`src/design/dsp_pkg.sv`:
```
`default_nettype none

package dsp_pkg;

	localparam int DATA_W     = 16;
	localparam int PRODUCT_W  = 2 * DATA_W;
	localparam int INSTR_W    = 32;
	localparam int N_BLOCKS   = 16;
	localparam int N_CHANNELS = 16;
	localparam int SHIFT_W    = 5;
	localparam int CHAN_W     = $clog2(N_CHANNELS);

	// Instruction word layout, bits 31 to 25 are ignored
	localparam int DEST_LSB    = 0;
	localparam int SRC_A_LSB   = 4;
	localparam int SRC_B_LSB   = 8;
	localparam int SRC_C_LSB   = 12;
	localparam int A_REG_BIT   = 16;
	localparam int B_REG_BIT   = 17;
	localparam int C_REG_BIT   = 18;
	localparam int SHIFT_LSB   = 19;
	localparam int SAT_DIS_BIT = 24;

	typedef logic signed [DATA_W-1:0]    sample_t;
	typedef logic signed [PRODUCT_W-1:0] product_t;
	typedef logic [INSTR_W-1:0]          instr_t;
	typedef logic [$clog2(N_BLOCKS)-1:0] block_addr_t;
	typedef logic [$clog2(N_BLOCKS):0]   block_count_t;
	typedef logic [CHAN_W-1:0]           chan_addr_t;
	typedef logic [SHIFT_W-1:0]          shift_t;

	typedef enum logic [1:0] {
		IDLE,
		FETCH,
		WAIT
	} seq_state_t;

	localparam chan_addr_t IN_CHANNEL  = 4'd0;
	localparam chan_addr_t OUT_CHANNEL = 4'd1;

	// Clamp limits of the result
	localparam sample_t SAMPLE_MAX = 16'sh7fff;
	localparam sample_t SAMPLE_MIN = 16'sh8000;

endpackage

`default_nettype wire

```
`src/design/block_sequencer.sv`:
```
`timescale 1ns/1ns
`default_nettype none

module block_sequencer
	import dsp_pkg::*;
(
	input  logic        clk,
	input  logic        reset,
	input  logic        tick,
	input  logic        command_instr_write,
	input  block_addr_t command_block_target,
	input  instr_t      command_instr_write_val,
	input  logic        commit,
	output logic        frame_start,
	output logic        issue,
	output logic        busy,
	output block_addr_t block,
	output chan_addr_t  src_a,
	output chan_addr_t  src_b,
	output chan_addr_t  src_c,
	output chan_addr_t  dest,
	output logic        a_reg,
	output logic        b_reg,
	output logic        c_reg,
	output logic        saturate_disable,
	output shift_t      shift
);
	instr_t       instrs [N_BLOCKS];
	instr_t       instr_word;
	block_count_t block_count;
	seq_state_t   state;
	logic         last_block;

	assign busy       = (state != IDLE);
	assign last_block = (block_count_t'(block) + 1'b1) == block_count;

	always_ff @(posedge clk) begin
		if (command_instr_write) begin
			instrs[command_block_target] <= command_instr_write_val;
		end
	end

	// Count only grows, so rewriting a lower block keeps the program length
	always_ff @(posedge clk) begin
		if (reset) begin
			block_count <= '0;
		end else if (command_instr_write &&
				block_count_t'(command_block_target) >= block_count) begin
			block_count <= block_count_t'(command_block_target) + 1'b1;
		end
	end

	always_ff @(posedge clk) begin
		if (reset) begin
			state       <= IDLE;
			block       <= '0;
			frame_start <= 1'b0;
			issue       <= 1'b0;
		end else begin
			frame_start <= 1'b0;
			issue       <= 1'b0;
			case (state)
				IDLE: begin
					if (tick) begin
						frame_start <= 1'b1;
						block       <= '0;
						if (block_count != '0) begin
							state <= FETCH;
						end
					end
				end
				FETCH: begin
					issue <= 1'b1;
					state <= WAIT;
				end
				WAIT: begin
					// One block in flight, so the next fetch waits for this commit
					if (commit) begin
						if (last_block) begin
							state <= IDLE;
						end else begin
							block <= block + 1'b1;
							state <= FETCH;
						end
					end
				end
				default: state <= IDLE;
			endcase
		end
	end

	always_ff @(posedge clk) begin
		if (state == FETCH) begin
			instr_word <= instrs[block];
		end
	end

	// Fields stay put until the next fetch
	assign dest             = instr_word[DEST_LSB +: CHAN_W];
	assign src_a            = instr_word[SRC_A_LSB +: CHAN_W];
	assign src_b            = instr_word[SRC_B_LSB +: CHAN_W];
	assign src_c            = instr_word[SRC_C_LSB +: CHAN_W];
	assign a_reg            = instr_word[A_REG_BIT];
	assign b_reg            = instr_word[B_REG_BIT];
	assign c_reg            = instr_word[C_REG_BIT];
	assign shift            = instr_word[SHIFT_LSB +: SHIFT_W];
	assign saturate_disable = instr_word[SAT_DIS_BIT];

endmodule

`default_nettype wire

```
`src/design/channel_file.sv`:
```
`timescale 1ns/1ns
`default_nettype none

module channel_file
	import dsp_pkg::*;
(
	input  logic       clk,
	input  logic       reset,
	input  logic       frame_start,
	input  sample_t    sample_in,
	input  chan_addr_t src_a,
	input  chan_addr_t src_b,
	input  chan_addr_t src_c,
	input  logic       commit,
	input  chan_addr_t dest,
	input  sample_t    result,
	output sample_t    chan_a,
	output sample_t    chan_b,
	output sample_t    chan_c,
	output sample_t    sample_out
);
	sample_t chans [N_CHANNELS];

	assign chan_a = chans[src_a];
	assign chan_b = chans[src_b];
	assign chan_c = chans[src_c];

	always_ff @(posedge clk) begin
		if (reset) begin
			for (int i = 0; i < N_CHANNELS; i++) begin
				chans[i] <= '0;
			end
			sample_out <= '0;
		end else begin
			// Output carries what the previous frame left behind
			if (frame_start) begin
				chans[IN_CHANNEL] <= sample_in;
				sample_out        <= chans[OUT_CHANNEL];
			end
			if (commit) begin
				chans[dest] <= result;
			end
		end
	end

endmodule

`default_nettype wire

```
`src/design/dsp_core.sv`:
```
`timescale 1ns/1ns
`default_nettype none

module dsp_core
	import dsp_pkg::*;
(
	input  logic        clk,
	input  logic        reset,
	input  logic        tick,
	input  sample_t     sample_in,
	output sample_t     sample_out,
	output logic        busy,
	input  logic        command_instr_write,
	input  logic        command_reg_write,
	input  block_addr_t command_block_target,
	input  logic        command_reg_target,
	input  instr_t      command_instr_write_val,
	input  sample_t     command_reg_write_val
);
	logic        frame_start;
	logic        issue;
	block_addr_t block;
	chan_addr_t  src_a;
	chan_addr_t  src_b;
	chan_addr_t  src_c;
	chan_addr_t  dest;
	logic        a_reg;
	logic        b_reg;
	logic        c_reg;
	logic        saturate_disable;
	shift_t      shift;
	sample_t     chan_a;
	sample_t     chan_b;
	sample_t     chan_c;
	logic        operands_valid;
	sample_t     a;
	sample_t     b;
	sample_t     c;
	logic        commit;
	chan_addr_t  commit_dest;
	sample_t     result;

	block_sequencer sequencer (
		.clk                     (clk),
		.reset                   (reset),
		.tick                    (tick),
		.command_instr_write     (command_instr_write),
		.command_block_target    (command_block_target),
		.command_instr_write_val (command_instr_write_val),
		.commit                  (commit),
		.frame_start             (frame_start),
		.issue                   (issue),
		.busy                    (busy),
		.block                   (block),
		.src_a                   (src_a),
		.src_b                   (src_b),
		.src_c                   (src_c),
		.dest                    (dest),
		.a_reg                   (a_reg),
		.b_reg                   (b_reg),
		.c_reg                   (c_reg),
		.saturate_disable        (saturate_disable),
		.shift                   (shift)
	);

	operand_fetch fetch (
		.clk                   (clk),
		.reset                 (reset),
		.issue                 (issue),
		.block                 (block),
		.src_a                 (src_a),
		.src_b                 (src_b),
		.src_c                 (src_c),
		.a_reg                 (a_reg),
		.b_reg                 (b_reg),
		.c_reg                 (c_reg),
		.chan_a                (chan_a),
		.chan_b                (chan_b),
		.chan_c                (chan_c),
		.command_reg_write     (command_reg_write),
		.command_block_target  (command_block_target),
		.command_reg_target    (command_reg_target),
		.command_reg_write_val (command_reg_write_val),
		.operands_valid        (operands_valid),
		.a                     (a),
		.b                     (b),
		.c                     (c)
	);

	madd_unit madd (
		.clk              (clk),
		.reset            (reset),
		.operands_valid   (operands_valid),
		.a                (a),
		.b                (b),
		.c                (c),
		.shift            (shift),
		.saturate_disable (saturate_disable),
		.dest_in          (dest),
		.commit           (commit),
		.dest             (commit_dest),
		.result           (result)
	);

	channel_file channels (
		.clk         (clk),
		.reset       (reset),
		.frame_start (frame_start),
		.sample_in   (sample_in),
		.src_a       (src_a),
		.src_b       (src_b),
		.src_c       (src_c),
		.commit      (commit),
		.dest        (commit_dest),
		.result      (result),
		.chan_a      (chan_a),
		.chan_b      (chan_b),
		.chan_c      (chan_c),
		.sample_out  (sample_out)
	);

endmodule

`default_nettype wire

```
`src/design/madd_unit.sv`:
```
`timescale 1ns/1ns
`default_nettype none

module madd_unit
	import dsp_pkg::*;
(
	input  logic       clk,
	input  logic       reset,
	input  logic       operands_valid,
	input  sample_t    a,
	input  sample_t    b,
	input  sample_t    c,
	input  shift_t     shift,
	input  logic       saturate_disable,
	input  chan_addr_t dest_in,
	output logic       commit,
	output chan_addr_t dest,
	output sample_t    result
);
	product_t                   product_q;
	sample_t                    c_q;
	logic                       valid_q;
	product_t                   shifted;
	logic signed [PRODUCT_W:0]  sum;
	sample_t                    next_result;

	always_ff @(posedge clk) begin
		if (operands_valid) begin
			product_q <= product_t'(a) * product_t'(b);
			c_q       <= c;
		end
	end

	// One spare bit keeps the sum from overflowing before the clamp
	always_comb begin
		shifted = product_q >>> shift;
		sum     = {shifted[PRODUCT_W-1], shifted} +
			{{(PRODUCT_W + 1 - DATA_W){c_q[DATA_W-1]}}, c_q};
		if (saturate_disable) begin
			next_result = sum[DATA_W-1:0];
		end else if (sum > SAMPLE_MAX) begin
			next_result = SAMPLE_MAX;
		end else if (sum < SAMPLE_MIN) begin
			next_result = SAMPLE_MIN;
		end else begin
			next_result = sum[DATA_W-1:0];
		end
	end

	always_ff @(posedge clk) begin
		if (valid_q) begin
			result <= next_result;
			dest   <= dest_in;
		end
	end

	always_ff @(posedge clk) begin
		if (reset) begin
			valid_q <= 1'b0;
			commit  <= 1'b0;
		end else begin
			valid_q <= operands_valid;
			commit  <= valid_q;
		end
	end

endmodule

`default_nettype wire

```
`src/design/operand_fetch.sv`:
```
`timescale 1ns/1ns
`default_nettype none

module operand_fetch
	import dsp_pkg::*;
(
	input  logic        clk,
	input  logic        reset,
	input  logic        issue,
	input  block_addr_t block,
	input  chan_addr_t  src_a,
	input  chan_addr_t  src_b,
	input  chan_addr_t  src_c,
	input  logic        a_reg,
	input  logic        b_reg,
	input  logic        c_reg,
	input  sample_t     chan_a,
	input  sample_t     chan_b,
	input  sample_t     chan_c,
	input  logic        command_reg_write,
	input  block_addr_t command_block_target,
	input  logic        command_reg_target,
	input  sample_t     command_reg_write_val,
	output logic        operands_valid,
	output sample_t     a,
	output sample_t     b,
	output sample_t     c
);
	sample_t regs [N_BLOCKS][2];
	sample_t reg0;
	sample_t reg1;

	assign reg0 = regs[block][0];
	assign reg1 = regs[block][1];

	// Low bit of the source field picks the block register
	function automatic sample_t select_operand(
		input logic       use_reg,
		input chan_addr_t src,
		input sample_t    chan_val,
		input sample_t    r0,
		input sample_t    r1
	);
		if (!use_reg) begin
			return chan_val;
		end
		return src[0] ? r1 : r0;
	endfunction

	always_ff @(posedge clk) begin
		if (reset) begin
			for (int i = 0; i < N_BLOCKS; i++) begin
				regs[i][0] <= '0;
				regs[i][1] <= '0;
			end
		end else if (command_reg_write) begin
			regs[command_block_target][command_reg_target] <= command_reg_write_val;
		end
	end

	always_ff @(posedge clk) begin
		if (reset) begin
			operands_valid <= 1'b0;
		end else begin
			operands_valid <= issue;
		end
	end

	always_ff @(posedge clk) begin
		if (issue) begin
			a <= select_operand(a_reg, src_a, chan_a, reg0, reg1);
			b <= select_operand(b_reg, src_b, chan_b, reg0, reg1);
			c <= select_operand(c_reg, src_c, chan_c, reg0, reg1);
		end
	end

endmodule

`default_nettype wire

```
`config.mk`:
```
export PLATFORM = sky130hd
export DESIGN_NAME = dsp_core
export DESIGN_NICKNAME = d
export VERILOG_FILES = /design/src/design/dsp_pkg.sv /design/src/design/block_sequencer.sv /design/src/design/channel_file.sv /design/src/design/dsp_core.sv /design/src/design/madd_unit.sv /design/src/design/operand_fetch.sv
export SDC_FILE = /design/constraint.sdc
export NUM_CORES = 2
export LEC_CHECK = 0
export ABC_AREA = 1
export BUFFER_PORTS_ARGS = -buffer_cell sky130_fd_sc_hd__buf_2
export CAP_MARGIN = 5
export CORE_MARGIN = 2
export CORE_UTILIZATION = 40
export CTS_CLUSTER_SIZE = 28
export DETAILED_ROUTE_END_ITERATION = 8
export GPL_TIMING_DRIVEN = 0
export SLEW_MARGIN = 10
export SYNTH_ARGS = -nofsm -noshare
export SYNTH_HDL_FRONTEND = slang
export SYNTH_SLANG_ARGS = --single-unit
```
`constraint.sdc`:
```
create_clock -name clk -period 10.25 [get_ports clk]
set_clock_uncertainty 0.15 [all_clocks]
set_input_delay 2.5625 -clock clk [delete_from_list [all_inputs] [get_ports clk]]
set_output_delay 2.5625 -clock clk [all_outputs]
set_load 0.02 [all_outputs]
```
==> impl_metrics.csv <==
group,metric,value,unit
status,status,"completed",
global_routing,grt_pass1_vias,59760,
cells_and_area,num-nets-final,8378,
global_routing,grt_max_degree,36,
cts,htreeDepth,4,
logic_synthesis,yosys.area_share.xor_xnor,0.6785,%
timing,timing.fmax,135.6,MHz
power_and_ir_drop,p_sw_share,49.02,%
logic_synthesis,synth_area,74870,um2
route,dr_wl_met2,148300,um
power_and_ir_drop,p_comb_share,61.1,%
route,drc,0,
timing,holdWs,0.2650,ns
cts,cts-buffers-inserted,154,
power_and_ir_drop,internal_power,16820,uW
min_path,hold_class,"flop to flop",
route,avgViaCountPerCell,5.923,
logic_synthesis,yosysWarningCount,0,
global_routing,grt_pass1_wl,462300,um
power_and_ir_drop,p_seq_share,22.3,%
setup_path,critical-path-slowest-cell,"clkbuf_1",
logic_synthesis,async_reset_ff_share,0,%
placement,port_buffers,82,
logic_synthesis,ys_ff_latch,1345,
setup_path,slowest_delay,0.68,ns
setup_path,end_kind,"flop",
cells_and_area,syn2layout_area_growth,11.98,%
placement,dp.final_hpwl,249600,um
logic_synthesis,synth_fa_ha_area_share,9.088,%
power_and_ir_drop,ir_drop,1.675,mV
cts,cts_root_buf,"clkbuf_16",
route,drt-met1-wl,129800,um
cts,insertion_delay,0.83,ns
die,dieArea,190700,um2
cts,cts_tree,"built",
logic_synthesis,synth.area.mux_share,2.888,%
route,postRouteAntennaNets,0,
power_and_ir_drop,leakagePower,0.03248,uW
cts,cts-resized-gates,0,
timing,tns,0,ns
timing,setup_viol,0,
cells_and_area,drive_gt1_share,5.796,%
logic_synthesis,seq_area_frac_synth,53.46,%
logic_synthesis,synthCells,7627,
route,via_count,62380,
timing,hold_violations,0,
setup_path,arrival,7.86,ns
cells_and_area,layout_commonest_cell,"edfxtp_1",
cells_and_area,top_register,"fetch.regs",
die,die_h,436.6,um
logic_synthesis,synth_compound_area_share,14.17,%
setup_path,start_kind,"flop",
power_and_ir_drop,power_density,393.6,nW/um2
cts,hold_buffers,0,
timing,period_minus_slack,7.374,ns
route,wl_per_cell,31.88,um
timing,slew_viol_final,0,
logic_synthesis,synth_top_family_by_area,"compound AO/OA/AOI/OAI gates",
job,maxCapViolations,0,
setup_path,crit_buf_inv,8,
die,start_util,40.33,%
logic_synthesis,syn_avg_cell_area,9.817,um2
die,rows,158,
setup_path,cpLargestDelayFamily,"adder cells",
cts,clockBufferDepth,3,
route,wl_met3,32220,um
setup_path,crit_type,"flop to flop",
cts,cts_post_setup_buffers_inserted,0,
power_and_ir_drop,p_clk_share,16.6,%
die,coreArea,185600,um2
setup_path,required,10.73,ns
route,routed_wirelength,335700,um
logic_synthesis,syn_nets,8087,
timing,worst_pin_slew,1.435,ns
route,drtIter0Drc,8723,
power_and_ir_drop,p_sw,16180,uW
logic_synthesis,synth-edff-count,1309,
timing,fin_crit_sh,71.94,%
die,die_w,436.6,um
route,dr.pass1.iters,6,
die,ios,91,
cells_and_area,largest_register_ffs,512,
global_routing,grt.overflow.total,0,
cells_and_area,top_regs,"fetch.regs x512, sequencer.instrs x400, channels.chans x256",
route,top_layer_used,"met5",
timing,rsz0062_at_grt,"false",
logic_synthesis,synth_ff_type,"edfxtp_1",
logic_synthesis,yosys.cell_types.count,53,
global_routing,antenna_found_initial,23,
setup_path,path_max_fanout,10,
logic_synthesis,synth-simple-area-share,12.44,%
global_routing,grt_usage,34.54,%
cts,clock-sinks,1345,
cts,clk_pin_slew,0.06,ns
cells_and_area,layout_common_cells,"edfxtp_1 (1,309), nor2_1 (1,149), o21ai_0 (877)",
placement,gp_congestion,1.011,
timing,relSlewSlack,4.301,%
==> metal layers <==
metal  GRT usage [%]  vias to the layer above
met5         0.07560                        -
met4           22.44                        8
met3           6.802                      791
met2           52.91                     3709
met1           44.69                    31100
li1                -                    26780
==> worst paths after layout <==
| check | slack [ns] | depth (start not counted) | startpoint | endpoint |
|---|---|---|---|---|
| worst max-delay path | 2.88 | 26 | fetch.a[5] | madd.product_q[29] |
| worst min-delay path | 0.26 | 0 | fetch.c[3] | madd.c_q[3] |
| worst min register to register | 0.26 | 0 | fetch.c[3] | madd.c_q[3] |
| worst max register to register | 2.88 | 26 | fetch.a[5] | madd.product_q[29] |
==> kinds of logic after synthesis <==
logic type               Yosys count
adder cells (fa/ha/maj)          386
flip-flops                      1345
buffers and inverters           1415
multiplexers                     216
XOR/XNOR                          58
AND/OR/NAND/NOR                 2347
AO/OA/AOI/OAI                   1860
==> power groups by stage <==
stage / clock, uW / combinational [uW] / sequential, uW
2_1_floorplan: 0 / 12700 / 7360
3_3_place_gp: 0 / 20100 / 7460
3_5_place_dp: 0 / 20100 / 7450
4_1_cts: 5480 / 20200 / 7340
5_1_grt: 5690 / 22100 / 7370
6_report: 5480 / 20200 / 7340
==> per-stage QoR <==
| step | worst slack, ns | total power [uW] | utilization, % | cell area [um2] | std cells |
|---|---|---|---|---|---|
| after floorplan | 4.249 | 20040 | - | 74870 | 7627 |
| after global placement | 2.283 | 27540 | 42.23 | 78390 | 10190 |
| after detailed placement | 2.951 | 27560 | 42.52 | 78930 | 10240 |
| after CTS | 2.898 | 33010 | 45.15 | 83810 | 10520 |
| after global routing | 2.551 | 35110 | 45.15 | 83820 | 10520 |
| final | 2.876 | 33000 | 45.16 | 83840 | 10530 |
==> cells in the mapped netlist, types with 3 or more instances <==
library cell	count	area, um2
edfxtp_1	1309	39310
nor2_1	1150	4317
o21ai_0	877	4389
nand2_1	873	3277
inv_1	850	3191
a21oi_1	509	2547
clkbuf_1	452	1697
o211ai_1	288	2162
fa_1	263	5265
nand3_1	241	1206
mux2i_1	216	2162
ha_1	123	1539
o221ai_1	73	639.4
buf_1	42	157.7
buf_2	41	205.2
dfxtp_1	36	720.7
xor2_1	35	306.5
nor3_1	30	150.1
a31oi_1	27	168.9
o32ai_1	27	236.5
a32oi_1	23	201.4
xnor2_1	23	201.4
buf_4	11	82.58
nor2_2	10	62.56
nand2_2	9	56.30
nand4_1	9	56.30
inv_2	7	26.28
o21bai_1	7	52.55
clkinv_1	6	22.52
or2_2	6	37.54
a21o_1	5	37.54
nor4_1	5	31.28
buf_6	4	45.04
nand3b_1	4	30.03
o21ai_1	4	20.02
o22ai_1	4	25.02
a211oi_1	3	22.52
nand3_2	3	30.03
==> area by class of cell <==
class                   instances  area [um2]
fillers                     17680      101800
flip-flops and latches       1345       40030
multi-input cells            4867       29480
clock buffers                 193        4104
inverters                     863        3239
well taps                    2480        3103
plain buffers                 552        2208
repair buffers                135       870.8
clock inverters                85       773.2
diodes                         12       30.03
No activity file was read; power rests on OpenSTA's default activity.
